File: src/common/hello_pkg.sv
//------------------------------------------------
// Shared types and constants for the hello-world
// register block. Holds the AXI-Lite field widths,
// the register map and the packed beats carried
// by the register slice FIFOs
//------------------------------------------------
package hello_pkg;

  // AXI-Lite field types
  typedef logic [31:0] addr_t;
  typedef logic [31:0] data_t;
  typedef logic [3:0]  strb_t;
  typedef logic [1:0]  resp_t;

  // Virtual LED and DIP switch vector
  typedef logic [15:0] vled_t;

  // Only response this block ever returns
  localparam resp_t RESP_OKAY = 2'b00;

  //------------------------------------------------
  // Register map
  //------------------------------------------------
  localparam addr_t HELLO_REG_ADDR = 32'h0000_0000;
  localparam addr_t VLED_REG_ADDR  = 32'h0000_0004;

  // Read data for any address outside the map
  localparam data_t UNIMPL_REG_VALUE = 32'hdead_dead;

  // Write data channel beat
  typedef struct packed {
    data_t data;
    strb_t strb;
  } w_beat_t;

  // Read data channel beat
  typedef struct packed {
    data_t data;
    resp_t resp;
  } r_beat_t;

endpackage

File: src/design/axil_reg_slice/axil_chan_fifo.sv
//------------------------------------------------
// Small flop FIFO for one valid/ready channel.
// The payload type is a parameter so the same
// block serves address, data and response beats.
// Items show up on the output one cycle after
// they are accepted
//------------------------------------------------
`timescale 1ns/1ps

module axil_chan_fifo #(
  parameter int  FIFO_DEPTH = 3,
  parameter type payload_t  = logic
) (
  input  logic     clk_main_a0,
  input  logic     rst_main_n,
  input  logic     in_valid,
  input  payload_t in_data,
  output logic     in_ready,
  output logic     out_valid,
  output payload_t out_data,
  input  logic     out_ready
);

  localparam int PTR_W = $clog2(FIFO_DEPTH);
  localparam int CNT_W = $clog2(FIFO_DEPTH + 1);
  localparam logic [PTR_W-1:0] LAST_PTR = PTR_W'(FIFO_DEPTH - 1);
  localparam logic [CNT_W-1:0] FULL_CNT = CNT_W'(FIFO_DEPTH);

  payload_t         mem [FIFO_DEPTH];
  logic [PTR_W-1:0] wr_ptr;
  logic [PTR_W-1:0] rd_ptr;
  logic [CNT_W-1:0] count;
  logic             push;
  logic             pop;

  assign in_ready  = (count < FULL_CNT);
  assign out_valid = (count != '0);
  assign push      = in_valid && in_ready;
  assign pop       = out_valid && out_ready;

  // Head entry straight from the storage flops
  assign out_data = mem[rd_ptr];

  always_ff @(posedge clk_main_a0) begin
    if (push) begin
      mem[wr_ptr] <= in_data;
    end
  end

  always_ff @(posedge clk_main_a0) begin
    if (!rst_main_n) begin
      wr_ptr <= '0;
      rd_ptr <= '0;
      count  <= '0;
    end else begin
      if (push) begin
        wr_ptr <= (wr_ptr == LAST_PTR) ? '0 : wr_ptr + 1'b1;
      end
      if (pop) begin
        rd_ptr <= (rd_ptr == LAST_PTR) ? '0 : rd_ptr + 1'b1;
      end
      count <= count + CNT_W'(push) - CNT_W'(pop);
    end
  end

  // Pointers only meet when the FIFO is empty or full, so a push never lands on the head
  a_full_blocks_push: assert property (@(posedge clk_main_a0) disable iff (!rst_main_n)
    (wr_ptr == rd_ptr) == ((count == '0) || (count == FULL_CNT)));

  // Stalled head entry stays put
  a_out_stable: assert property (@(posedge clk_main_a0) disable iff (!rst_main_n)
    out_valid && !out_ready |=> out_valid && $stable(out_data));

endmodule

File: src/design/axil_reg_slice/axil_reg_slice.sv
//------------------------------------------------
// Register slice on the host AXI-Lite port. Each
// of the five channels runs through its own flop
// FIFO, so every direction gains one cycle and
// several transfers can sit in the slice at once
//------------------------------------------------
`timescale 1ns/1ps

module axil_reg_slice #(
  parameter int FIFO_DEPTH = 3
) (
  input  logic             clk_main_a0,
  input  logic             rst_main_n,

  // Host side
  input  logic             sh_ocl_awvalid,
  input  hello_pkg::addr_t sh_ocl_awaddr,
  output logic             ocl_sh_awready,
  input  logic             sh_ocl_wvalid,
  input  hello_pkg::data_t sh_ocl_wdata,
  input  hello_pkg::strb_t sh_ocl_wstrb,
  output logic             ocl_sh_wready,
  output logic             ocl_sh_bvalid,
  output hello_pkg::resp_t ocl_sh_bresp,
  input  logic             sh_ocl_bready,
  input  logic             sh_ocl_arvalid,
  input  hello_pkg::addr_t sh_ocl_araddr,
  output logic             ocl_sh_arready,
  output logic             ocl_sh_rvalid,
  output hello_pkg::data_t ocl_sh_rdata,
  output hello_pkg::resp_t ocl_sh_rresp,
  input  logic             sh_ocl_rready,

  // Slave side
  output logic             sh_ocl_awvalid_q,
  output hello_pkg::addr_t sh_ocl_awaddr_q,
  input  logic             ocl_sh_awready_q,
  output logic             sh_ocl_wvalid_q,
  output hello_pkg::data_t sh_ocl_wdata_q,
  output hello_pkg::strb_t sh_ocl_wstrb_q,
  input  logic             ocl_sh_wready_q,
  input  logic             ocl_sh_bvalid_q,
  input  hello_pkg::resp_t ocl_sh_bresp_q,
  output logic             sh_ocl_bready_q,
  output logic             sh_ocl_arvalid_q,
  output hello_pkg::addr_t sh_ocl_araddr_q,
  input  logic             ocl_sh_arready_q,
  input  logic             ocl_sh_rvalid_q,
  input  hello_pkg::data_t ocl_sh_rdata_q,
  input  hello_pkg::resp_t ocl_sh_rresp_q,
  output logic             sh_ocl_rready_q
);

  hello_pkg::w_beat_t w_in;
  hello_pkg::w_beat_t w_out;
  hello_pkg::r_beat_t r_in;
  hello_pkg::r_beat_t r_out;

  // Beat packing
  assign w_in.data      = sh_ocl_wdata;
  assign w_in.strb      = sh_ocl_wstrb;
  assign sh_ocl_wdata_q = w_out.data;
  assign sh_ocl_wstrb_q = w_out.strb;

  assign r_in.data    = ocl_sh_rdata_q;
  assign r_in.resp    = ocl_sh_rresp_q;
  assign ocl_sh_rdata = r_out.data;
  assign ocl_sh_rresp = r_out.resp;

  //------------------------------------------------
  // Host to slave
  //------------------------------------------------
  axil_chan_fifo #(.FIFO_DEPTH(FIFO_DEPTH), .payload_t(hello_pkg::addr_t)) aw_fifo (
    .clk_main_a0 (clk_main_a0),
    .rst_main_n  (rst_main_n),
    .in_valid    (sh_ocl_awvalid),
    .in_data     (sh_ocl_awaddr),
    .in_ready    (ocl_sh_awready),
    .out_valid   (sh_ocl_awvalid_q),
    .out_data    (sh_ocl_awaddr_q),
    .out_ready   (ocl_sh_awready_q)
  );

  axil_chan_fifo #(.FIFO_DEPTH(FIFO_DEPTH), .payload_t(hello_pkg::w_beat_t)) w_fifo (
    .clk_main_a0 (clk_main_a0),
    .rst_main_n  (rst_main_n),
    .in_valid    (sh_ocl_wvalid),
    .in_data     (w_in),
    .in_ready    (ocl_sh_wready),
    .out_valid   (sh_ocl_wvalid_q),
    .out_data    (w_out),
    .out_ready   (ocl_sh_wready_q)
  );

  axil_chan_fifo #(.FIFO_DEPTH(FIFO_DEPTH), .payload_t(hello_pkg::addr_t)) ar_fifo (
    .clk_main_a0 (clk_main_a0),
    .rst_main_n  (rst_main_n),
    .in_valid    (sh_ocl_arvalid),
    .in_data     (sh_ocl_araddr),
    .in_ready    (ocl_sh_arready),
    .out_valid   (sh_ocl_arvalid_q),
    .out_data    (sh_ocl_araddr_q),
    .out_ready   (ocl_sh_arready_q)
  );

  //------------------------------------------------
  // Slave to host
  //------------------------------------------------
  axil_chan_fifo #(.FIFO_DEPTH(FIFO_DEPTH), .payload_t(hello_pkg::resp_t)) b_fifo (
    .clk_main_a0 (clk_main_a0),
    .rst_main_n  (rst_main_n),
    .in_valid    (ocl_sh_bvalid_q),
    .in_data     (ocl_sh_bresp_q),
    .in_ready    (sh_ocl_bready_q),
    .out_valid   (ocl_sh_bvalid),
    .out_data    (ocl_sh_bresp),
    .out_ready   (sh_ocl_bready)
  );

  axil_chan_fifo #(.FIFO_DEPTH(FIFO_DEPTH), .payload_t(hello_pkg::r_beat_t)) r_fifo (
    .clk_main_a0 (clk_main_a0),
    .rst_main_n  (rst_main_n),
    .in_valid    (ocl_sh_rvalid_q),
    .in_data     (r_in),
    .in_ready    (sh_ocl_rready_q),
    .out_valid   (ocl_sh_rvalid),
    .out_data    (r_out),
    .out_ready   (sh_ocl_rready)
  );

endmodule

File: src/design/ocl_slave.sv
//------------------------------------------------
// Single-beat AXI-Lite slave. Turns accepted
// write beats into register write strobes and
// read addresses into a held read address, then
// returns the responses one transfer at a time
//------------------------------------------------
`timescale 1ns/1ps

module ocl_slave (
  input  logic             clk_main_a0,
  input  logic             rst_main_n,

  input  logic             awvalid,
  input  hello_pkg::addr_t awaddr,
  output logic             awready,
  input  logic             wvalid,
  input  hello_pkg::data_t wdata,
  output logic             wready,
  output logic             bvalid,
  output hello_pkg::resp_t bresp,
  input  logic             bready,
  input  logic             arvalid,
  input  hello_pkg::addr_t araddr,
  output logic             arready,
  output logic             rvalid,
  output hello_pkg::data_t rdata,
  output hello_pkg::resp_t rresp,
  input  logic             rready,

  // Register strobes
  output logic             reg_wr_en,
  output hello_pkg::addr_t reg_wr_addr,
  output hello_pkg::data_t reg_wr_data,
  output hello_pkg::addr_t reg_rd_addr,
  input  hello_pkg::data_t reg_rd_data
);

  logic             wr_active;
  hello_pkg::addr_t wr_addr;
  logic             ar_held;
  hello_pkg::addr_t rd_addr;

  //------------------------------------------------
  // Write path
  //------------------------------------------------
  assign awready = !wr_active;

  // bvalid doubles as the response-pending flag
  assign wready = wr_active && wvalid && !bvalid;
  assign bresp  = hello_pkg::RESP_OKAY;

  always_ff @(posedge clk_main_a0) begin
    if (!rst_main_n) begin
      wr_active <= 1'b0;
      bvalid    <= 1'b0;
    end else begin
      // Write ends with the response handshake
      if (bvalid && bready) begin
        wr_active <= 1'b0;
      end else if (awvalid && awready) begin
        wr_active <= 1'b1;
      end
      if (bvalid && bready) begin
        bvalid <= 1'b0;
      end else if (wvalid && wready) begin
        bvalid <= 1'b1;
      end
    end
  end

  always_ff @(posedge clk_main_a0) begin
    if (awvalid && awready) begin
      wr_addr <= awaddr;
    end
  end

  assign reg_wr_en   = wvalid && wready;
  assign reg_wr_addr = wr_addr;
  assign reg_wr_data = wdata;

  //------------------------------------------------
  // Read path
  //------------------------------------------------
  assign arready     = !ar_held && !rvalid;
  assign reg_rd_addr = rd_addr;
  assign rresp       = hello_pkg::RESP_OKAY;

  always_ff @(posedge clk_main_a0) begin
    if (!rst_main_n) begin
      ar_held <= 1'b0;
      rvalid  <= 1'b0;
    end else begin
      ar_held <= arvalid && arready;
      if (rvalid && rready) begin
        rvalid <= 1'b0;
      end else if (ar_held) begin
        rvalid <= 1'b1;
      end
    end
  end

  always_ff @(posedge clk_main_a0) begin
    if (arvalid && arready) begin
      rd_addr <= araddr;
    end
    // Sample decode while the address is held
    if (ar_held) begin
      rdata <= reg_rd_data;
    end
  end

  a_r_hold: assert property (@(posedge clk_main_a0) disable iff (!rst_main_n)
    rvalid && !rready |=> rvalid && $stable(rdata));

  // Pending response keeps its write open until bready
  a_b_hold: assert property (@(posedge clk_main_a0) disable iff (!rst_main_n)
    bvalid && !bready |=> bvalid && wr_active);

endmodule

File: src/design/hello_regs.sv
//------------------------------------------------
// Hello-world and virtual LED registers with the
// read decode. The LED register shadows the low
// half of the hello-world word and feeds the LED
// status output through the DIP switch mask
//------------------------------------------------
`timescale 1ns/1ps

module hello_regs (
  input  logic             clk_main_a0,
  input  logic             rst_main_n,
  input  logic             reg_wr_en,
  input  hello_pkg::addr_t reg_wr_addr,
  input  hello_pkg::data_t reg_wr_data,
  input  hello_pkg::addr_t reg_rd_addr,
  output hello_pkg::data_t reg_rd_data,
  input  hello_pkg::vled_t sh_cl_status_vdip,
  output hello_pkg::vled_t cl_sh_status_vled
);

  hello_pkg::data_t hello_q;
  hello_pkg::data_t hello_swapped;
  hello_pkg::vled_t vled_q;

  // Hello-world word, write only at its own offset
  always_ff @(posedge clk_main_a0) begin
    if (!rst_main_n) begin
      hello_q <= '0;
    end else if (reg_wr_en && (reg_wr_addr == hello_pkg::HELLO_REG_ADDR)) begin
      hello_q <= reg_wr_data;
    end
  end

  // LED shadow trails the hello word by a cycle
  always_ff @(posedge clk_main_a0) begin
    if (!rst_main_n) begin
      vled_q <= '0;
    end else begin
      vled_q <= hello_q[15:0];
    end
  end

  assign hello_swapped = {hello_q[7:0], hello_q[15:8], hello_q[23:16], hello_q[31:24]};

  //------------------------------------------------
  // Read decode
  //------------------------------------------------
  always_comb begin
    if (reg_rd_addr == hello_pkg::HELLO_REG_ADDR) begin
      reg_rd_data = hello_swapped;
    end else if (reg_rd_addr == hello_pkg::VLED_REG_ADDR) begin
      reg_rd_data = {16'h0000, vled_q};
    end else begin
      reg_rd_data = hello_pkg::UNIMPL_REG_VALUE;
    end
  end

  // LEDs only light where the DIP switch is on
  assign cl_sh_status_vled = vled_q & sh_cl_status_vdip;

endmodule

File: src/design/cl_hello_world.sv
//------------------------------------------------
// Top level of the hello-world custom logic. The
// host AXI-Lite port goes through the register
// slice into the slave, which drives the register
// block. Set FIFO_DEPTH here for the slice FIFOs
//------------------------------------------------
`timescale 1ns/1ps

module cl_hello_world #(
  parameter int FIFO_DEPTH = 3
) (
  input  logic             clk_main_a0,
  input  logic             rst_main_n,

  // Host AXI-Lite port
  input  logic             sh_ocl_awvalid,
  input  hello_pkg::addr_t sh_ocl_awaddr,
  output logic             ocl_sh_awready,
  input  logic             sh_ocl_wvalid,
  input  hello_pkg::data_t sh_ocl_wdata,
  input  hello_pkg::strb_t sh_ocl_wstrb,
  output logic             ocl_sh_wready,
  output logic             ocl_sh_bvalid,
  output hello_pkg::resp_t ocl_sh_bresp,
  input  logic             sh_ocl_bready,
  input  logic             sh_ocl_arvalid,
  input  hello_pkg::addr_t sh_ocl_araddr,
  output logic             ocl_sh_arready,
  output logic             ocl_sh_rvalid,
  output hello_pkg::data_t ocl_sh_rdata,
  output hello_pkg::resp_t ocl_sh_rresp,
  input  logic             sh_ocl_rready,

  // Virtual DIP switches and LEDs
  input  hello_pkg::vled_t sh_cl_status_vdip,
  output hello_pkg::vled_t cl_sh_status_vled
);

  // Retimed port between slice and slave
  logic             sh_ocl_awvalid_q;
  hello_pkg::addr_t sh_ocl_awaddr_q;
  logic             ocl_sh_awready_q;
  logic             sh_ocl_wvalid_q;
  hello_pkg::data_t sh_ocl_wdata_q;
  hello_pkg::strb_t sh_ocl_wstrb_q;
  logic             ocl_sh_wready_q;
  logic             ocl_sh_bvalid_q;
  hello_pkg::resp_t ocl_sh_bresp_q;
  logic             sh_ocl_bready_q;
  logic             sh_ocl_arvalid_q;
  hello_pkg::addr_t sh_ocl_araddr_q;
  logic             ocl_sh_arready_q;
  logic             ocl_sh_rvalid_q;
  hello_pkg::data_t ocl_sh_rdata_q;
  hello_pkg::resp_t ocl_sh_rresp_q;
  logic             sh_ocl_rready_q;

  // Register strobes
  logic             reg_wr_en;
  hello_pkg::addr_t reg_wr_addr;
  hello_pkg::data_t reg_wr_data;
  hello_pkg::addr_t reg_rd_addr;
  hello_pkg::data_t reg_rd_data;

  axil_reg_slice #(.FIFO_DEPTH(FIFO_DEPTH)) ocl_slice (
    .clk_main_a0      (clk_main_a0),
    .rst_main_n       (rst_main_n),
    .sh_ocl_awvalid   (sh_ocl_awvalid),
    .sh_ocl_awaddr    (sh_ocl_awaddr),
    .ocl_sh_awready   (ocl_sh_awready),
    .sh_ocl_wvalid    (sh_ocl_wvalid),
    .sh_ocl_wdata     (sh_ocl_wdata),
    .sh_ocl_wstrb     (sh_ocl_wstrb),
    .ocl_sh_wready    (ocl_sh_wready),
    .ocl_sh_bvalid    (ocl_sh_bvalid),
    .ocl_sh_bresp     (ocl_sh_bresp),
    .sh_ocl_bready    (sh_ocl_bready),
    .sh_ocl_arvalid   (sh_ocl_arvalid),
    .sh_ocl_araddr    (sh_ocl_araddr),
    .ocl_sh_arready   (ocl_sh_arready),
    .ocl_sh_rvalid    (ocl_sh_rvalid),
    .ocl_sh_rdata     (ocl_sh_rdata),
    .ocl_sh_rresp     (ocl_sh_rresp),
    .sh_ocl_rready    (sh_ocl_rready),
    .sh_ocl_awvalid_q (sh_ocl_awvalid_q),
    .sh_ocl_awaddr_q  (sh_ocl_awaddr_q),
    .ocl_sh_awready_q (ocl_sh_awready_q),
    .sh_ocl_wvalid_q  (sh_ocl_wvalid_q),
    .sh_ocl_wdata_q   (sh_ocl_wdata_q),
    .sh_ocl_wstrb_q   (sh_ocl_wstrb_q),
    .ocl_sh_wready_q  (ocl_sh_wready_q),
    .ocl_sh_bvalid_q  (ocl_sh_bvalid_q),
    .ocl_sh_bresp_q   (ocl_sh_bresp_q),
    .sh_ocl_bready_q  (sh_ocl_bready_q),
    .sh_ocl_arvalid_q (sh_ocl_arvalid_q),
    .sh_ocl_araddr_q  (sh_ocl_araddr_q),
    .ocl_sh_arready_q (ocl_sh_arready_q),
    .ocl_sh_rvalid_q  (ocl_sh_rvalid_q),
    .ocl_sh_rdata_q   (ocl_sh_rdata_q),
    .ocl_sh_rresp_q   (ocl_sh_rresp_q),
    .sh_ocl_rready_q  (sh_ocl_rready_q)
  );

  // Write strobes ignored by the registers
  ocl_slave ocl_slv (
    .clk_main_a0 (clk_main_a0),
    .rst_main_n  (rst_main_n),
    .awvalid     (sh_ocl_awvalid_q),
    .awaddr      (sh_ocl_awaddr_q),
    .awready     (ocl_sh_awready_q),
    .wvalid      (sh_ocl_wvalid_q),
    .wdata       (sh_ocl_wdata_q),
    .wready      (ocl_sh_wready_q),
    .bvalid      (ocl_sh_bvalid_q),
    .bresp       (ocl_sh_bresp_q),
    .bready      (sh_ocl_bready_q),
    .arvalid     (sh_ocl_arvalid_q),
    .araddr      (sh_ocl_araddr_q),
    .arready     (ocl_sh_arready_q),
    .rvalid      (ocl_sh_rvalid_q),
    .rdata       (ocl_sh_rdata_q),
    .rresp       (ocl_sh_rresp_q),
    .rready      (sh_ocl_rready_q),
    .reg_wr_en   (reg_wr_en),
    .reg_wr_addr (reg_wr_addr),
    .reg_wr_data (reg_wr_data),
    .reg_rd_addr (reg_rd_addr),
    .reg_rd_data (reg_rd_data)
  );

  hello_regs regs (
    .clk_main_a0       (clk_main_a0),
    .rst_main_n        (rst_main_n),
    .reg_wr_en         (reg_wr_en),
    .reg_wr_addr       (reg_wr_addr),
    .reg_wr_data       (reg_wr_data),
    .reg_rd_addr       (reg_rd_addr),
    .reg_rd_data       (reg_rd_data),
    .sh_cl_status_vdip (sh_cl_status_vdip),
    .cl_sh_status_vled (cl_sh_status_vled)
  );

endmodule

File: config.mk
export PLATFORM = sky130hd
export DESIGN_NAME = cl_hello_world
export DESIGN_NICKNAME = d
export VERILOG_FILES = /design/src/common/hello_pkg.sv /design/src/design/axil_reg_slice/axil_chan_fifo.sv /design/src/design/axil_reg_slice/axil_reg_slice.sv /design/src/design/ocl_slave.sv /design/src/design/hello_regs.sv /design/src/design/cl_hello_world.sv
export SDC_FILE = /design/constraint.sdc
export NUM_CORES = 1
export LEC_CHECK = 0
export BUFFER_PORTS_ARGS = -buffer_cell sky130_fd_sc_hd__buf_2
export CELL_PAD_IN_SITES_DETAIL_PLACEMENT = 1
export CELL_PAD_IN_SITES_GLOBAL_PLACEMENT = 1
export CORE_AREA = 4 4 256 258
export DETAILED_ROUTE_END_ITERATION = 8
export DIE_AREA = 0 0 260 262
export MAX_ROUTING_LAYER = met4
export PLACE_DENSITY_LB_ADDON = 0.15
export SETUP_SLACK_MARGIN = 0.5
export SLEW_MARGIN = 20
export SYNTH_ARGS = -nofsm -noshare
export SYNTH_HDL_FRONTEND = slang
export SYNTH_SLANG_ARGS = --single-unit
File: constraint.sdc
create_clock -name clk_main_a0 -period 4.3 [get_ports clk_main_a0]
set_input_delay 1.075 -clock clk_main_a0 [delete_from_list [all_inputs] [get_ports clk_main_a0]]
set_output_delay 1.075 -clock clk_main_a0 [all_outputs]
set_load 0.1 [all_outputs]
==> impl_metrics.csv, run 1 <==
group,metric,value,unit
status,status,"finished clean",
clock_network,post_cts_buffers,0,
die,start_util,0.3295,
critical_path,cp_max_fo,21,
placement,dp.cells,2324,
critical_path,cp.arrival,2.52,ns
timing,hold_viol_final,0,
final_layout,syn_to_final_growth,19.42,%
global_routing,gr-total-overflow,0,
critical_path,cp_cell_sequence,"buf_4 > mux2i_1 > o21ai_1 > buf_2",
critical_path,critPathBufInv,2,
route,dr.pass1.iters,4,
synthesis,syn_area,20750,um^2
placement,post-place-ws,1.263,ns
route,wl_per_cell,17.95,um
global_routing,grt_first_pass_wirelength,68050,um
clock_network,cts_resized,0,
timing,final_min_period_over_clock_period,0.8365,
placement,gp_congestion,0.7185,
final_layout,layout_commonest_cell,"edfxtp_1",
pwr,peakVddDrop,0.4695,mV
timing,tns,0,ns
synthesis,synthFlopType,"edfxtp_1",
synthesis,ys_seq_area_frac,0.7720,
timing,fmax,278.0,MHz
synthesis,synth_top_area_frac,0.6948,
critical_path,cp_data_required_time,3.22,ns
global_routing,antenna_found_initial,15,
die,core_area,62970,um^2
pwr,power.total,15.53,mW
die,die_area,68120,um^2
synthesis,synth.distinct_cells,37,
die,fp.dieH,262,um
synthesis,async_reset_ff_frac,0,
timing,clock_skew,0.01983,ns
critical_path,end_kind,"output port",
clock_network,cts_tree,"done",
final_layout,layout_common_cells,"480 x edfxtp_1, 216 x nand2_1, 177 x mux2i_1, 171 x buf_2, 130 x o21ai_1",
clock_network,htreeDepth,2,
critical_path,reg2regPathDepth,5,
critical_path,worst_path_max_delay_cell,"dfxtp_2",
timing,final_max_slew_viol_count,0,
critical_path,cpPeakStageDelay,0.58,ns
die,die_w,260,um
synthesis,synth_edf_count,480,
final_layout,final_cells,2451,
global_routing,grt.total_usage,0.1343,
final_layout,nets,1674,
synthesis,ys_ff_latch,560,
synthesis,syn_area_per_cell,15.41,um^2
flow_run,max-cap-violations,0,
critical_path,rr_startpoint,"ocl_slv.reg_rd_addr[22]",
clock_network,root_buffer,"clkbuf_16",
clock_network,numClockSinks,560,
route,wirelength,44000,um
route,drc_errors,0,
synthesis,yosysWarnings,0,
synthesis,syn_inst,1346,
critical_path,path_delay_family,"buffers and inverters",
timing,tightest_slew,0.8575,ns
timing,rsz0062_at_grt,"no",
global_routing,grt_max_degree,68,
pwr,power_density,626.8,nW/um^2
critical_path,worstSetupStartpointType,"flop",
clock_network,clock_path_buffers,3,
worst_hold_path,hold_path.class,"flop to flop",
route,vias_per_cell,4.468,
clock_network,ctsHoldBuffers,0,
critical_path,endpoint,"ocl_sh_rdata[29]",
placement,hpwl,28000,um
clock_network,clock_latency,0.61,ns
clock_network,cts_buffers,61,
critical_path,r2r_end,"ocl_slv.rdata[30]",
clock_network,clk_pin_slew,0.06,ns
timing,setup_violations,0,
timing,setup_ws,0.7029,ns
global_routing,grt_pass1_vias,11534,
synthesis,synth_top_area_cell,"edfxtp_1",
placement,port_buffers,171,
route,ant_nets,0,
final_layout,drive_gt1_frac,0.2018,
die,io_pins,180,
critical_path,critPathKind,"flop to output port",
pwr,leakage,8.335,nW
route,drt-initial-drc-count,541,
synthesis,synth_area_leaders,"edfxtp_1 69%, mux2i_1 8.5%, dfxtp_1 7.7%, nand2_1 3.9%, o21ai_1 3.1%",
route,vias,10951,
timing,relSlewSlack,0.4284,
timing,period_needed,3.597,ns
critical_path,cp_num_cells,4,
die,rows,92,
critical_path,ff2ff_setup_slack,1.73,ns
-- power breakdown --
part           leakage, nW  switching (mW)  total (mW)  internal (mW)
Clock                 1.02            2.08        5.37           3.29
Sequential            4.99           0.385        7.20           6.81
Combinational         2.33            2.13        2.96          0.835
Total                 8.33            4.59        15.5           10.9
-- cells in the mapped netlist (all sizes together), types with 2 or more instances --
library cell	number
nand2	216
xnor2	5
nand2b	2
nor4	17
ha	10
xor2	5
clkbuf	42
mux2i	177
nor3b	7
nand3b	2
edfxtp	480
nor4b	5
or2	2
inv	40
nor3	15
a21oi	16
a21bo	4
and2	22
buf	28
nand4	4
nor2	23
dfxtp	80
o21ai	141
-- registers in the layout, summed over array words and instances, names as in the netlist, 16 cells and up, named ones only --
name,count
ocl_slice.aw_fifo.mem,96
ocl_slv.rdata,32
ocl_slice.w_fifo.mem,96
ocl_slice.r_fifo.mem,96
ocl_slv.reg_wr_addr,32
regs.vled_q,16
regs.hello_q,32
ocl_slice.ar_fifo.mem,96
ocl_slv.reg_rd_addr,32
-- cell type report --
class	count	area [um^2]
flip-flops and latches	560	16030
clock buffers	73	1593
repair buffers	199	1066
inverters	40	150.1
multi-input cells	679	4357
diodes	14	35.03
fillers	6444	38190
clock inverters	40	489.2
well taps	846	1059
-- kinds of logic (layout without fill, tap and decap cells) --
logic type / count (synthesis) / after routing / share of synthesized area
fa+ha+maj: 10 / 10 / 0.006031
xor+xnor: 10 / 10 / 0.004222
simple gates: 315 / 315 / 0.06827
compound gates: 163 / 163 / 0.04083
buf+inv: 110 / 352 / 0.02310
flops: 560 / 560 / 0.7720
other cells: 1 / 18 / 0.0001808
mux: 177 / 177 / 0.08540
-- through the flow --
| stage | area, um^2 | hold slack [ns] | util |
|---|---|---|---|
| after global routing | 24780 | 0.4863 | 0.3935 |
| final | 24780 | 0.4578 | 0.3935 |
| after floorplan | 20790 | 0.4189 | - |
| after global placement | 22660 | 0.4396 | 0.3598 |
| after CTS | 24740 | 0.4560 | 0.3929 |
| after detailed placement | 22660 | 0.4481 | 0.3598 |
-- routing by layer --
layer | vias up | track usage | routed length (um) | part of all wire
li1 | 5350 | - | - | -
met1 | 5363 | 0.1687 | 19640 | 0.45
met2 | 171 | 0.2149 | 20940 | 0.48
met3 | 67 | 0.03990 | 2494 | 0.057
met4 | 0 | 0.03463 | 936 | 0.021
met5 | - | - | 0 | 0
-- worst min path at each step --
stage | from | end | slack [ns] | cells past startpoint
after CTS | regs.hello_q[2] | regs.vled_q[2] | 0.46 | 2
after floorplan | regs.hello_q[0] | regs.vled_q[0] | 0.42 | 2
final | regs.hello_q[5] | regs.vled_q[5] | 0.46 | 2
after detailed placement | regs.hello_q[0] | regs.vled_q[0] | 0.45 | 2
after global routing | regs.hello_q[13] | regs.vled_q[13] | 0.49 | 2
after global placement | regs.hello_q[5] | regs.vled_q[5] | 0.44 | 2
-- worst reg2reg max path, cell delays in order (launching register included) --
cell and delay [ns]:
edfxtp_1 0.36, nor4_1 0.51, nand4_1 0.73, nor2_1 0.29
buf_4 0.27, o21ai_1 0.14
Note: power is estimated with default switching activity, not from simulation.
==> run 2: changes to the inputs <==
- clock period: 4.3 -> 3.08 ns (I/O delays scaled with it)
==> run 2 against run 1 <==
Effect of this change:
- combinational power is 62% higher
- critical path type unchanged
- worst setup slack worse by 0.17 ns
- clock skew is 0.00056 ns lower
- register-to-register slack got worse by 0.72 ns
- clock power up 23%
- critical path depth unchanged
- die area unchanged
- largest power group unchanged
- count of clock-buffer cells in the layout increased by 19
- non-clock buffer count grew 12
- wire length grew 1.3%
==> impl_metrics.csv, run 2 (synthesis results as in run 1) <==
group,metric,value,unit
status,status,"finished clean",
pwr,leakage,8.495,nW
clock_network,post_cts_buffers,0,
route,drt-initial-drc-count,440,
critical_path,path_delay_family,"flip-flops",
route,dr.pass1.iters,4,
timing,fmax,392.1,MHz
global_routing,gr-total-overflow,0,
timing,setup_violations,0,
critical_path,critPathKind,"flop to output port",
clock_network,htreeDepth,2,
worst_hold_path,hold_path.class,"input pin to flop",
critical_path,worstSetupStartpointType,"flop",
critical_path,cp_max_fo,8,
global_routing,grt_first_pass_wirelength,68280,um
clock_network,numClockSinks,560,
route,wl_per_cell,18.13,um
timing,final_max_slew_viol_count,0,
route,drc_errors,0,
clock_network,clock_path_buffers,3,
global_routing,grt.total_usage,0.1344,
pwr,cell_internal_pwr,14.99,mW
clock_network,cts_buffers,61,
final_layout,syn_to_final_growth,22.11,%
pwr,comb_power_share,0.223,
critical_path,cp_cell_sequence,"buf_12 > mux2i_2 > o21ai_4 > buf_12",
critical_path,cp_data_required_time,2.31,ns
final_layout,layout_commonest_cell,"edfxtp_1",
critical_path,cpPeakStageDelay,0.44,ns
worst_hold_path,holdPathStages,1,
global_routing,grt_max_degree,51,
final_layout,final_util,0.4023,
route,ant_nets,0,
timing,final_min_period_over_clock_period,0.8281,
critical_path,critPathBufInv,2,
critical_path,end_kind,"output port",
clock_network,clk_pin_slew,0.06,ns
die,rows,92,
timing,tightest_slew,0.8864,ns
timing,hold_viol_final,0,
pwr,clkPwrFrac,0.308,
critical_path,cp.arrival,1.78,ns
die,core_area,62970,um^2
placement,hpwl,28200,um
pwr,power_density,845.7,nW/um^2
pwr,netSwitchingPower,6.438,mW
clock_network,ctsHoldBuffers,0,
critical_path,worst_path_max_delay_cell,"dfxtp_4",
critical_path,cpMostUsedCell,"buf_12",
pwr,seqPwrFrac,0.468,
timing,period_needed,2.551,ns
final_layout,final_cells,2457,
die,start_util,0.3295,
pwr,peakVddDrop,0.4761,mV
timing,holdWs,0.3614,ns
placement,dp.cells,2332,
global_routing,grt_pass1_vias,11505,
critical_path,cp_num_cells,4,
global_routing,antenna_found_initial,17,
die,fp.dieH,262,um
die,die_area,68120,um^2
timing,relSlewSlack,0.4091,
route,vias,10978,
die,io_pins,180,
final_layout,layout_common_cells,"480 x edfxtp_1, 216 x nand2_1, 160 x mux2i_1, 139 x buf_2, 98 x o21ai_1",
timing,clock_skew,0.01926,ns
route,wirelength,44560,um
die,die_w,260,um
pwr,sw_frac_of_total,0.3005,
critical_path,reg2regPathDepth,6,
flow_run,max-cap-violations,0,
timing,rsz0062_at_grt,"yes",
clock_network,cts_tree,"done",
clock_network,clock_latency,0.61,ns
final_layout,fillCellCount,6337,
placement,gp_congestion,0.6832,
final_layout,drive_gt1_frac,0.2295,
clock_network,root_buffer,"clkbuf_16",
placement,port_buffers,171,
final_layout,nets,1686,
route,vias_per_cell,4.468,
## run 2: changes by cell type in the layout (fill, tap and decap cells not counted), sizes merged
cell,previous run,this run
clkinvlp,0,1
clkbuf,73,94
diode,14,12
clkinv,28,13
buf,199,209
inv,41,42
bufinv,11,1
## run 2: layout make-up
type / count / area (um^2) / area share
diodes: 12 / 30.03 / 0.001185
well taps: 846 / 1059 / 0.04178
multi-input cells: 679 / 4657 / 0.1838
inverters: 40 / 150.1 / 0.005927
clock buffers: 92 / 1683 / 0.06643
clock inverters: 17 / 112.6 / 0.004445
repair buffers: 211 / 1614 / 0.06371
flip-flops and latches: 560 / 16030 / 0.6327
## run 2: routing by layer
metal,global-route usage,wire length (um),share of wire
met4,0.03403,939,0.021
met3,0.03527,2461,0.055
met1,0.1706,19460,0.44
met5,-,0,0
met2,0.2167,21700,0.49
## run 2: timing repair
| action | CTS | global route |
|---|---|---|
| gates cloned | 2 | 2 |
| resized for setup | 96 | 30 |
| pin swaps | 0 | 7 |
| setup endpoints to repair | 32 | 25 |
## run 2: path summary, 6_finish.rpt
path	startpoint	end	slack, ns
setup reg to reg	ocl_slv.reg_rd_addr[22]	ocl_slv.rdata[18]	1.01
hold reg to reg	regs.hello_q[23]	regs.hello_q[23]	0.46
hold / removal	sh_ocl_araddr[8]	ocl_slice.ar_fifo.mem[1][8]	0.36
setup / recovery	flop	ocl_sh_rdata[31]	0.53
## run 2: stage by stage
stage / area (um^2) / total power, mW / setup TNS (ns) / setup WS, ns
CTS: 25110 / 21.64 / 0 / 0.4552
finish: 25330 / 21.42 / 0 / 0.5294
detailed placement: 22910 / 14.59 / 0 / 0.8398
global placement: 22910 / 14.46 / 0 / 0.8458
global route: 25330 / 22.54 / 0 / 0.4476
floorplan: 20970 / 13.34 / -0.4085 / -0.2761
## run 2: power groups by stage
| stage | clock [mW] | sequential, mW | combinational [mW] |
|---|---|---|---|
| 4_1_cts | 6.85 | 10.0 | 4.75 |
| 3_3_place_gp | 0 | 10.1 | 4.32 |
| 6_report | 6.61 | 10.0 | 4.79 |
| 2_1_floorplan | 0 | 9.95 | 3.38 |
| 5_1_grt | 7.20 | 10.1 | 5.20 |
| 3_5_place_dp | 0 | 10.2 | 4.41 |
